`config.mk`:
```
export PLATFORM = sky130hd
export DESIGN_NAME = proc
export DESIGN_NICKNAME = d
export VERILOG_FILES = /design/src/logic/proc_pkg.sv /design/src/logic/alu.sv /design/src/logic/mem_port.sv /design/src/logic/pc_unit.sv /design/src/logic/proc.sv /design/src/logic/proc_ctrl.sv /design/src/logic/reg_file.sv
export SDC_FILE = /design/constraint.sdc
export NUM_CORES = 1
export LEC_CHECK = 0
export ABC_AREA = 1
export BUFFER_PORTS_ARGS = -buffer_cell sky130_fd_sc_hd__buf_2
export CORE_MARGIN = 2
export CORE_UTILIZATION = 40
export CTS_CLUSTER_SIZE = 30
export DETAILED_ROUTE_END_ITERATION = 12
export HOLD_SLACK_MARGIN = 0.12
export PLACE_DENSITY = 0.6
export SYNTH_ARGS = -nofsm -noshare
export SYNTH_HDL_FRONTEND = slang
export SYNTH_SLANG_ARGS = --single-unit
```
`constraint.sdc`:
```
create_clock -name clk -period 9.7 [get_ports clk]
set_clock_uncertainty 0.2 [all_clocks]
set_input_delay 0.485 -clock clk [delete_from_list [all_inputs] [get_ports clk]]
set_output_delay 0.485 -clock clk [all_outputs]
set_load 0.02 [all_outputs]
```
`src/logic/proc_pkg.sv`:
```
package proc_pkg;

  //////////////////////////////////////////////////
  // Widths and reset values
  //////////////////////////////////////////////////
  localparam int WORD_W    = 16;                  // Data, address and instruction width
  localparam int NUM_REGS  = 16;                  // Register file depth
  localparam int REG_IDX_W = $clog2(NUM_REGS);    // Register number width

  typedef logic [WORD_W-1:0]    word_t;           // One machine word
  typedef logic [REG_IDX_W-1:0] reg_idx_t;        // Register number
  typedef logic [2:0]           flags_t;          // {Z, N, V}

  localparam int FLAG_Z = 2;                      // Zero flag position
  localparam int FLAG_N = 1;                      // Negative flag position
  localparam int FLAG_V = 0;                      // Signed overflow flag position

  localparam word_t RESET_PC = '0;                // First fetch address
  localparam word_t PC_STEP  = 16'd2;             // Byte addressed, two per instruction

  //////////////////////////////////////////////////
  // Instruction encodings
  //////////////////////////////////////////////////
  typedef enum logic [3:0] {
    OP_ADD = 4'b0000,
    OP_SUB = 4'b0001,
    OP_XOR = 4'b0010,
    OP_LW  = 4'b1000,
    OP_SW  = 4'b1001,
    OP_LLB = 4'b1010,
    OP_LHB = 4'b1011,
    OP_B   = 4'b1100,
    OP_PCS = 4'b1110,
    OP_HLT = 4'b1111
  } opcode_t;

  typedef enum logic [2:0] {
    COND_NE     = 3'b000,
    COND_EQ     = 3'b001,
    COND_GT     = 3'b010,
    COND_LT     = 3'b011,
    COND_GE     = 3'b100,
    COND_LE     = 3'b101,
    COND_OV     = 3'b110,
    COND_UNCOND = 3'b111
  } cond_t;

  //////////////////////////////////////////////////
  // Internal control encodings
  //////////////////////////////////////////////////
  typedef enum logic [2:0] {ALU_ADD, ALU_SUB, ALU_XOR, ALU_LLB, ALU_LHB, ALU_ADDR} alu_op_t;

  typedef enum logic [2:0] {
    ST_FETCH, ST_DECODE, ST_EXECUTE, ST_MEMORY, ST_WRITEBACK, ST_HALTED
  } ctrl_state_t;

  typedef enum logic [1:0] {WB_ALU, WB_LOAD, WB_PC2} wb_sel_t;  // Write-back source

endpackage

```
`src/logic/alu.sv`:
```
`timescale 1ns/1ps

module alu (
  input  logic              clk,
  input  logic              rst,
  input  proc_pkg::alu_op_t op,
  input  logic              flag_load,      // High in EXECUTE of ADD, SUB, XOR
  input  logic              xor_only,       // Keep N and V
  input  proc_pkg::word_t   a,              // rs
  input  proc_pkg::word_t   b,              // rt, or old rd for byte loads
  input  proc_pkg::word_t   imm,            // Whole instruction word
  output proc_pkg::word_t   result,
  output proc_pkg::flags_t  flags
);
  import proc_pkg::*;

  word_t sum, diff;
  word_t mem_off;                           // Sign extended offset, times two
  word_t mem_addr;
  word_t res_nxt;
  logic  ovf;

  assign sum      = a + b;                  // Wraps, no saturation
  assign diff     = a - b;
  assign mem_off  = {{11{imm[3]}}, imm[3:0], 1'b0};
  assign mem_addr = {a[WORD_W-1:1], 1'b0} + mem_off;

  always_comb begin
    res_nxt = sum;
    ovf     = 1'b0;
    case (op)
      ALU_ADD: begin
        res_nxt = sum;
        ovf     = (a[WORD_W-1] == b[WORD_W-1]) && (sum[WORD_W-1] != a[WORD_W-1]);
      end
      ALU_SUB: begin
        res_nxt = diff;
        ovf     = (a[WORD_W-1] != b[WORD_W-1]) && (diff[WORD_W-1] != a[WORD_W-1]);
      end
      ALU_XOR:  res_nxt = a ^ b;
      ALU_LLB:  res_nxt = {b[WORD_W-1:8], imm[7:0]};   // Replace low byte
      ALU_LHB:  res_nxt = {imm[7:0], b[7:0]};          // Replace high byte
      ALU_ADDR: res_nxt = mem_addr;
      default:  res_nxt = sum;
    endcase
  end

  // Inputs are steady for the whole instruction, so the result tracks every cycle
  always_ff @(posedge clk) begin
    result <= res_nxt;
  end

  always_ff @(posedge clk) begin
    if (rst) begin
      flags <= '0;
    end else if (flag_load) begin
      flags[FLAG_Z] <= (res_nxt == '0);
      if (!xor_only) begin
        flags[FLAG_N] <= res_nxt[WORD_W-1];
        flags[FLAG_V] <= ovf;
      end
    end
  end

endmodule

```
`src/logic/mem_port.sv`:
```
`timescale 1ns/1ps

module mem_port (
  input  logic            clk,
  input  logic            rst,
  input  logic            fetch_req,        // Level request in FETCH
  input  logic            data_req,         // Level request in MEMORY
  input  logic            data_wr,          // SW when set
  input  proc_pkg::word_t pc,
  input  proc_pkg::word_t data_addr,
  input  proc_pkg::word_t store_data,
  input  logic            mem_data_valid,
  input  proc_pkg::word_t mem_data_in,
  input  logic            ir_load,          // Read data goes to the instruction register
  output logic            mem_en,
  output logic            mem_wr,
  output proc_pkg::word_t mem_addr,
  output proc_pkg::word_t mem_data_out,
  output logic            mem_done,
  output proc_pkg::word_t instr,
  output proc_pkg::word_t load_data
);

  assign mem_done = mem_en && mem_data_valid;       // Completing edge

  // Request lines, raised once and held until valid
  always_ff @(posedge clk) begin
    if (rst) begin
      mem_en <= 1'b0;
      mem_wr <= 1'b0;
    end else if (mem_done) begin
      mem_en <= 1'b0;                               // Drops the cycle after valid
      mem_wr <= 1'b0;
    end else if (!mem_en && (fetch_req || data_req)) begin
      mem_en <= 1'b1;
      mem_wr <= data_req && data_wr;
    end
  end

  // Address and store data frozen while a request is open
  always_ff @(posedge clk) begin
    if (!mem_en) begin
      mem_addr     <= fetch_req ? pc : data_addr;
      mem_data_out <= store_data;
    end
  end

  always_ff @(posedge clk) begin
    if (mem_done && ir_load) begin
      instr <= mem_data_in;
    end
    if (mem_done && !ir_load && !mem_wr) begin
      load_data <= mem_data_in;                     // LW only
    end
  end

endmodule

```
`src/logic/pc_unit.sv`:
```
`timescale 1ns/1ps

module pc_unit (
  input  logic             clk,
  input  logic             rst,
  input  logic             pc_load,         // Step or redirect this edge
  input  logic             is_branch,       // Current instruction is B
  input  proc_pkg::cond_t  cond,            // ccc field
  input  logic [8:0]       offset,          // Signed word offset
  input  proc_pkg::flags_t flags,
  output proc_pkg::word_t  pc,
  output proc_pkg::word_t  pc_plus2,
  output logic             taken
);
  import proc_pkg::*;

  word_t target;
  logic  cond_met;
  logic  z, n, v;

  assign z = flags[FLAG_Z];
  assign n = flags[FLAG_N];
  assign v = flags[FLAG_V];

  assign pc_plus2 = pc + PC_STEP;
  assign target   = pc_plus2 + {{6{offset[8]}}, offset, 1'b0};  // Relative to next PC

  //////////////////////////////////////////////////
  // Condition check against the flag register
  //////////////////////////////////////////////////
  always_comb begin
    case (cond)
      COND_NE: cond_met = !z;
      COND_EQ: cond_met = z;
      COND_GT: cond_met = !z && !n;
      COND_LT: cond_met = n;
      COND_GE: cond_met = (!z && !n) || z;
      COND_LE: cond_met = n || z;
      COND_OV: cond_met = v;
      default: cond_met = 1'b1;             // Unconditional
    endcase
  end

  assign taken = is_branch && cond_met;

  always_ff @(posedge clk) begin
    if (rst) begin
      pc <= RESET_PC;
    end else if (pc_load) begin
      pc <= taken ? target : pc_plus2;
    end
  end

endmodule

```
`src/logic/proc.sv`:
```
`timescale 1ns/1ps

module proc (
  input  logic            clk,              // System clock
  input  logic            rst,              // Synchronous, active high
  input  logic            mem_data_valid,   // Memory finished the access
  input  proc_pkg::word_t mem_data_in,      // Read data from memory
  output logic            mem_en,           // Access request
  output proc_pkg::word_t mem_addr,         // Access address
  output logic            mem_wr,           // Write strobe, only with mem_en
  output proc_pkg::word_t mem_data_out,     // Store data
  output logic            hlt,              // Core stopped on HLT
  output proc_pkg::word_t pc                // Current program counter
);
  import proc_pkg::*;

  word_t    instr;                          // Instruction register
  word_t    load_data;                      // LW result from memory
  word_t    rdata_a, rdata_b;               // Register file read data
  word_t    alu_result;                     // Registered ALU output
  word_t    pc_plus2;                       // Link value for PCS
  word_t    wdata;                          // Write-back data
  flags_t   flags;                          // Z, N, V from the ALU
  alu_op_t  alu_op;
  wb_sel_t  wb_sel;
  reg_idx_t rs_b;                           // Second read register, picked by decode
  logic     fetch_req, data_req, data_wr;
  logic     ir_load, flag_load, xor_only;
  logic     reg_we, is_branch, pc_load;
  logic     mem_done, taken;

  //////////////////////////////////////////////////
  // Sequencer
  //////////////////////////////////////////////////
  proc_ctrl u_ctrl (
    .clk(clk), .rst(rst),
    .instr(instr), .mem_done(mem_done), .taken(taken),
    .fetch_req(fetch_req), .data_req(data_req), .data_wr(data_wr),
    .ir_load(ir_load), .alu_op(alu_op), .flag_load(flag_load), .xor_only(xor_only),
    .reg_we(reg_we), .rs_b(rs_b), .wb_sel(wb_sel), .is_branch(is_branch),
    .pc_load(pc_load), .hlt(hlt)
  );

  //////////////////////////////////////////////////
  // Datapath
  //////////////////////////////////////////////////
  reg_file u_regs (
    .clk(clk), .rst(rst),
    .rs_a(instr[7:4]), .rs_b(rs_b), .rd(instr[11:8]),  // rs, rt/rd field, rd
    .we(reg_we), .wdata(wdata),
    .rdata_a(rdata_a), .rdata_b(rdata_b)
  );

  alu u_alu (
    .clk(clk), .rst(rst),
    .op(alu_op), .flag_load(flag_load), .xor_only(xor_only),
    .a(rdata_a), .b(rdata_b), .imm(instr),          // ALU picks its own immediate field
    .result(alu_result), .flags(flags)
  );

  pc_unit u_pc (
    .clk(clk), .rst(rst),
    .pc_load(pc_load), .is_branch(is_branch),
    .cond(cond_t'(instr[11:9])), .offset(instr[8:0]), .flags(flags),
    .pc(pc), .pc_plus2(pc_plus2), .taken(taken)
  );

  mem_port u_mem (
    .clk(clk), .rst(rst),
    .fetch_req(fetch_req), .data_req(data_req), .data_wr(data_wr),
    .pc(pc), .data_addr(alu_result), .store_data(rdata_b),  // SW data from rt
    .mem_data_valid(mem_data_valid), .mem_data_in(mem_data_in), .ir_load(ir_load),
    .mem_en(mem_en), .mem_wr(mem_wr), .mem_addr(mem_addr), .mem_data_out(mem_data_out),
    .mem_done(mem_done), .instr(instr), .load_data(load_data)
  );

  // Write-back source for LW, PCS or an ALU result
  always_comb begin
    case (wb_sel)
      WB_LOAD: wdata = load_data;
      WB_PC2:  wdata = pc_plus2;                    // PC has not stepped yet in WRITEBACK
      default: wdata = alu_result;
    endcase
  end

endmodule

```
`src/logic/proc_ctrl.sv`:
```
`timescale 1ns/1ps

module proc_ctrl (
  input  logic                clk,
  input  logic                rst,
  input  proc_pkg::word_t     instr,        // Current instruction word
  input  logic                mem_done,     // Valid seen on this edge
  input  logic                taken,        // Branch condition met
  output logic                fetch_req,
  output logic                data_req,
  output logic                data_wr,
  output logic                ir_load,
  output proc_pkg::alu_op_t   alu_op,
  output logic                flag_load,
  output logic                xor_only,     // Only Z follows XOR
  output logic                reg_we,
  output proc_pkg::reg_idx_t  rs_b,
  output proc_pkg::wb_sel_t   wb_sel,
  output logic                is_branch,
  output logic                pc_load,
  output logic                hlt
);
  import proc_pkg::*;

  ctrl_state_t state, state_nxt;
  opcode_t     opcode;
  logic        is_alu_op;                   // Sets flags
  logic        is_mem_op;                   // Needs the MEMORY step
  logic        writes_reg;

  assign opcode = opcode_t'(instr[15:12]);

  //////////////////////////////////////////////////
  // Opcode decode
  //////////////////////////////////////////////////
  always_comb begin
    alu_op     = ALU_ADD;
    is_alu_op  = 1'b0;
    is_mem_op  = 1'b0;
    writes_reg = 1'b0;
    wb_sel     = WB_ALU;
    rs_b       = instr[3:0];                // rt for register ops
    case (opcode)
      OP_ADD, OP_SUB, OP_XOR: begin
        alu_op     = (opcode == OP_ADD) ? ALU_ADD :
                     (opcode == OP_SUB) ? ALU_SUB : ALU_XOR;
        is_alu_op  = 1'b1;
        writes_reg = 1'b1;
      end
      OP_LW, OP_SW: begin
        alu_op     = ALU_ADDR;              // Base plus scaled offset
        is_mem_op  = 1'b1;
        writes_reg = (opcode == OP_LW);
        wb_sel     = WB_LOAD;
        rs_b       = instr[11:8];           // Store data register
      end
      OP_LLB, OP_LHB: begin
        alu_op     = (opcode == OP_LLB) ? ALU_LLB : ALU_LHB;
        writes_reg = 1'b1;
        rs_b       = instr[11:8];           // Old value of rd, one byte kept
      end
      OP_PCS: begin
        writes_reg = 1'b1;
        wb_sel     = WB_PC2;
      end
      default: begin
      end                                   // B, HLT and unused codes write nothing
    endcase
  end

  //////////////////////////////////////////////////
  // Sequencer FSM
  //////////////////////////////////////////////////
  always_ff @(posedge clk) begin
    if (rst) begin
      state <= ST_FETCH;
    end else begin
      state <= state_nxt;
    end
  end

  always_comb begin
    state_nxt = state;
    case (state)
      ST_FETCH: begin
        if (mem_done) state_nxt = ST_DECODE;            // Instruction captured
      end
      ST_DECODE:    state_nxt = ST_EXECUTE;
      ST_EXECUTE:   state_nxt = is_mem_op ? ST_MEMORY : ST_WRITEBACK;
      ST_MEMORY: begin
        if (mem_done) state_nxt = ST_WRITEBACK;
      end
      ST_WRITEBACK: state_nxt = (opcode == OP_HLT) ? ST_HALTED : ST_FETCH;
      default:      state_nxt = ST_HALTED;              // Stays here until reset
    endcase
  end

  assign fetch_req = (state == ST_FETCH);
  assign ir_load   = (state == ST_FETCH);
  assign data_req  = (state == ST_MEMORY);
  assign data_wr   = (opcode == OP_SW);
  assign flag_load = (state == ST_EXECUTE) && is_alu_op;
  assign xor_only  = (opcode == OP_XOR);
  assign reg_we    = (state == ST_WRITEBACK) && writes_reg;
  assign is_branch = (opcode == OP_B);
  assign hlt       = (state == ST_HALTED);

  // Taken branch redirects in EXECUTE, everything else steps in WRITEBACK
  assign pc_load = ((state == ST_EXECUTE) && is_branch && taken) ||
                   ((state == ST_WRITEBACK) && (opcode != OP_HLT) && !(is_branch && taken));

endmodule

```
`src/logic/reg_file.sv`:
```
`timescale 1ns/1ps

module reg_file (
  input  logic               clk,
  input  logic               rst,
  input  proc_pkg::reg_idx_t rs_a,          // First read port
  input  proc_pkg::reg_idx_t rs_b,          // Second read port
  input  proc_pkg::reg_idx_t rd,            // Write port
  input  logic               we,
  input  proc_pkg::word_t    wdata,
  output proc_pkg::word_t    rdata_a,
  output proc_pkg::word_t    rdata_b
);
  import proc_pkg::*;

  word_t regs [NUM_REGS];

  always_ff @(posedge clk) begin
    if (rst) begin
      for (int i = 0; i < NUM_REGS; i++) begin
        regs[i] <= '0;
      end
    end else if (we && (rd != '0)) begin    // R0 is never written
      regs[rd] <= wdata;
    end
  end

  // Asynchronous reads, R0 forced to zero
  assign rdata_a = (rs_a == '0) ? '0 : regs[rs_a];
  assign rdata_b = (rs_b == '0) ? '0 : regs[rs_b];

endmodule

```
==> out/qor.yml <==
critical_path:
  timing.critical_path.from_type: "flip-flop"
  depth_of_the_worst_register_to_register_path: 29
  worstReg2RegEnd: "u_alu.flags[2]"
  critical_path.most_common_cell: "nand3_1"
  cp_slowest_cell: "buf_4"
  worstSetupEndpointType: "flip-flop"
  timing.critical_path.fanout_max: 76
  timing.rr.start: "u_mem.instr[15]"
  reg2reg_slack_ps: 3400
  max_stage_delay_ps: 800
  timing.critical_path.required_ps: 9930
  worst-setup-path-type: "flip-flop to flip-flop"
  timing.critical_path.arrival_ps: 6530
global_route:
  global_route_wire_length_before_repair_um: 121000
  grt.overflow.total: 0
  first_global_vias: 19200
  grt_start_max_net_pins: 92
  grt_usage_pct: 28.3
  grt_antenna_before_repair: 0
timing:
  worst_slew_pin_slew_ps: 1220
  maxSlewHeadroom_pct: 18.9
  grt_setup_unrepaired: "false"
  final_hold_viol_count: 0
  layout_min_cycle_time_ps: 6300
  final_max_slew_viol_count: 0
  maxClockFrequency_ghz: 0.159
  finalSetupViolCount: 0
  tns_ps: 0
  layout_worst_path_cycle_share_pct: 64.9
run_status:
  status: "completed"
die:
  pin_count: 70
  design.core.area_mm2: 0.0551
  die_w_um: 240
  initial_utilization_pct: 40.4
  chipHeight_um: 240
  row_count: 86
  die_area_mm2: 0.0576
synthesis:
  synth-warning-count: 0
  postSynth.topFlopCell: "edfxtp_1"
  synthDominantCellAreaShare_pct: 43.2
  synth_cell_type_count: 59
  yosys_register_bits: 363
  part_of_the_yosys_area_used_for_sequential_elements_pct: 47.0
  syn-instance-count: 2846
  synth.area.top_cells: "edfxtp_1 43%, nand2_1 11%, nand3_1 7.1%, nor2_1 7.0%, inv_1 5.0%"
  post_synth.cell_area_avg_um2: 7.82
  synth_area_leader_cell: "edfxtp_1"
  synth-edff-count: 320
  synth_area_mm2: 0.0223
  synthArstFlopShare_pct: 0
cells_and_area:
  area_growth_pct: 9.84
  nFillCells: 5591
  final_design_area_no_fill_mm2: 0.0245
  layout-drive-gt1-share_pct: 6.98
  final_nets: 2944
  diodes: 0
detailed_routing:
  avgRoutedWirePerCell_um: 22.5
  drc: 0
  detail_route.iter0.violations: 2583
  firstDrtPassIters: 5
  vias_per_cell: 5.67
  routed-via-count: 20700
  final_antenna_net_count: 0
  totalWireLength_um: 82000
hold_path:
  min_path_cells: 2
  hold_wc_startpoint: "rst"
  min_delay_worst_endpoint: "u_pc.pc[10]"
  holdCritPathClass: "input pin to flip-flop"
clock_tree:
  postCtsHoldBufs: 17
  clkSlewWorstSetupHoldPaths_ps: 60
  clk-insertion-delay-late_ps: 590
  clock_sink_count: 363
  cts_tree: "done"
  cts-root-to-sink-buffers: 3
  clockRootBuffer: "clkbuf_16"
  cts-buffers-inserted: 42
  post_cts_resize_count: 0
  post-cts-setup-buffer-count: 0
  clock_tree.htree_level_count: 2
pwr:
  finalPower_mw: 7.31
  power.density_cell_area_mw_per_mm2: 299
  standby_leakage_power_nw: 10.4
  irDropWorstVdd_mv: 0.174
placement:
  placedInstanceArea_mm2: 0.0230
  dp_hpwl_um: 55600
  gp_congestion: 0.968
  placement.io_buffers: 68
run:
  max-cap-violations: 0
sequential cells by signal (all words and copies together), names as in the netlist, named ones only:
signal and cells:
u_mem.mem_data_out 16, u_ctrl.state 3, u_alu.flags 3, u_regs.regs 256
u_mem.mem_wr 1, u_mem.mem_addr 16, u_mem.load_data 16, u_mem.instr 16
u_pc.pc 15, u_alu.result 16, u_mem.mem_en 1
synthesized netlist by cell type (8+ instances only):
library cell    n
a21oi_1       137
a31oi_1        11
buf_1           8
buf_2          31
buf_4          12
buf_6          13
clkbuf_1       83
clkinv_1        8
dfxtp_1        43
edfxtp_1      320
ha_1           54
inv_1         296
inv_2          10
nand2_1       666
nand2_2        18
nand3_1       318
nand4_1        10
nor2_1        414
nor3_1         12
o211ai_1       51
o21ai_0       186
o21bai_1        8
o221ai_1       12
o22ai_1        15
xor2_1         24
through the flow:
stage | std cells | util, % | hold slack (ps) | worst slack (ps)
2_1_floorplan | 2862 | - | 253 | 5360
3_3_place_gp | 3554 | 41.8 | 298 | 3680
3_5_place_dp | 3554 | 41.8 | 309 | 3720
4_1_cts | 3643 | 44.4 | 270 | 3660
5_1_grt | 3643 | 44.4 | 325 | 3080
6_report | 3643 | 44.4 | 290 | 3400
kinds of logic (layout without fill, tap and decap cells):
| group | count (synthesis) | after routing | share of synthesized area (%) |
|---|---|---|---|
| AOI/OAI and AO/OA | 461 | 461 | 12.0 |
| xor gates and xnor gates | 31 | 31 | 1.25 |
| adders and majority gates | 58 | 58 | 3.39 |
| buffers and inverters | 464 | 497 | 8.77 |
| DFF | 363 | 363 | 47.0 |
| other | 1 | 17 | 0.0168 |
| and+or+nand+nor | 1468 | 1468 | 27.5 |
worst max-delay path: cells and delay by family, from the launching register on:
| family | cells | cell delay, ps |
|---|---|---|
| compound gates | 6 | 880 |
| fa+ha+maj | 2 | 790 |
| buf+inv | 5 | 1060 |
| flops | 1 | 570 |
| simple gates | 16 | 2610 |
cell type report:
type                            instances  area (um^2)  share of cell area (%)
Tap cell                              748          936                    3.83
Clock inverter                         13         93.8                   0.384
Multi-Input combinational cell       2035         9920                    40.6
Inverter                              315         1180                    4.85
Clock buffer                           59         1140                    4.68
Sequential cell                       363        10500                    42.8
Timing Repair Buffer                  110          698                    2.86
where the power goes:
part	switching (mW)	internal, mW
clock	0.663	0.844
sequential	0.161	1.91
combinational	2.71	1.02
worst max path at each step:
stage,from,end
global placement,u_mem.instr[15],u_alu.flags[2]
floorplan,flip-flop,u_alu.flags[2]
global route,u_mem.instr[15],u_alu.flags[2]
detailed placement,u_mem.instr[15],u_alu.flags[2]
finish,u_mem.instr[15],u_alu.flags[2]
CTS,u_mem.instr[15],u_alu.flags[2]
per-layer routing:
layer	global-route usage, %	share of wire [%]	wire length [um]
met5	0	0	0
met4	12.0	4.2	3470
met3	4.81	9.2	7550
met2	44.6	45	37200
met1	38.6	41	33800
cells in the final DEF (no fill, tap or decap), drive strengths merged, types with 3 or more instances in the layout:
master	n
ha	54
nor2	421
dlygate4sd3	17
edfxtp	320
or2	5
a22o	4
a31oi	11
nand2	688
dfxtp	43
o22ai	15
conb	17
o21ai	195
a221oi	4
nand3	322
fa	4
o2111ai	4
clkbuf	59
o221ai	13
o21bai	8
xnor2	7
nor3	12
nand3b	5
a21o	3
o211ai	51
inv	307
clkinv	19
a211oi	5
buf	93
a21oi	137
xor2	24
nand4	10
Note: power is estimated with default switching activity, not from simulation.
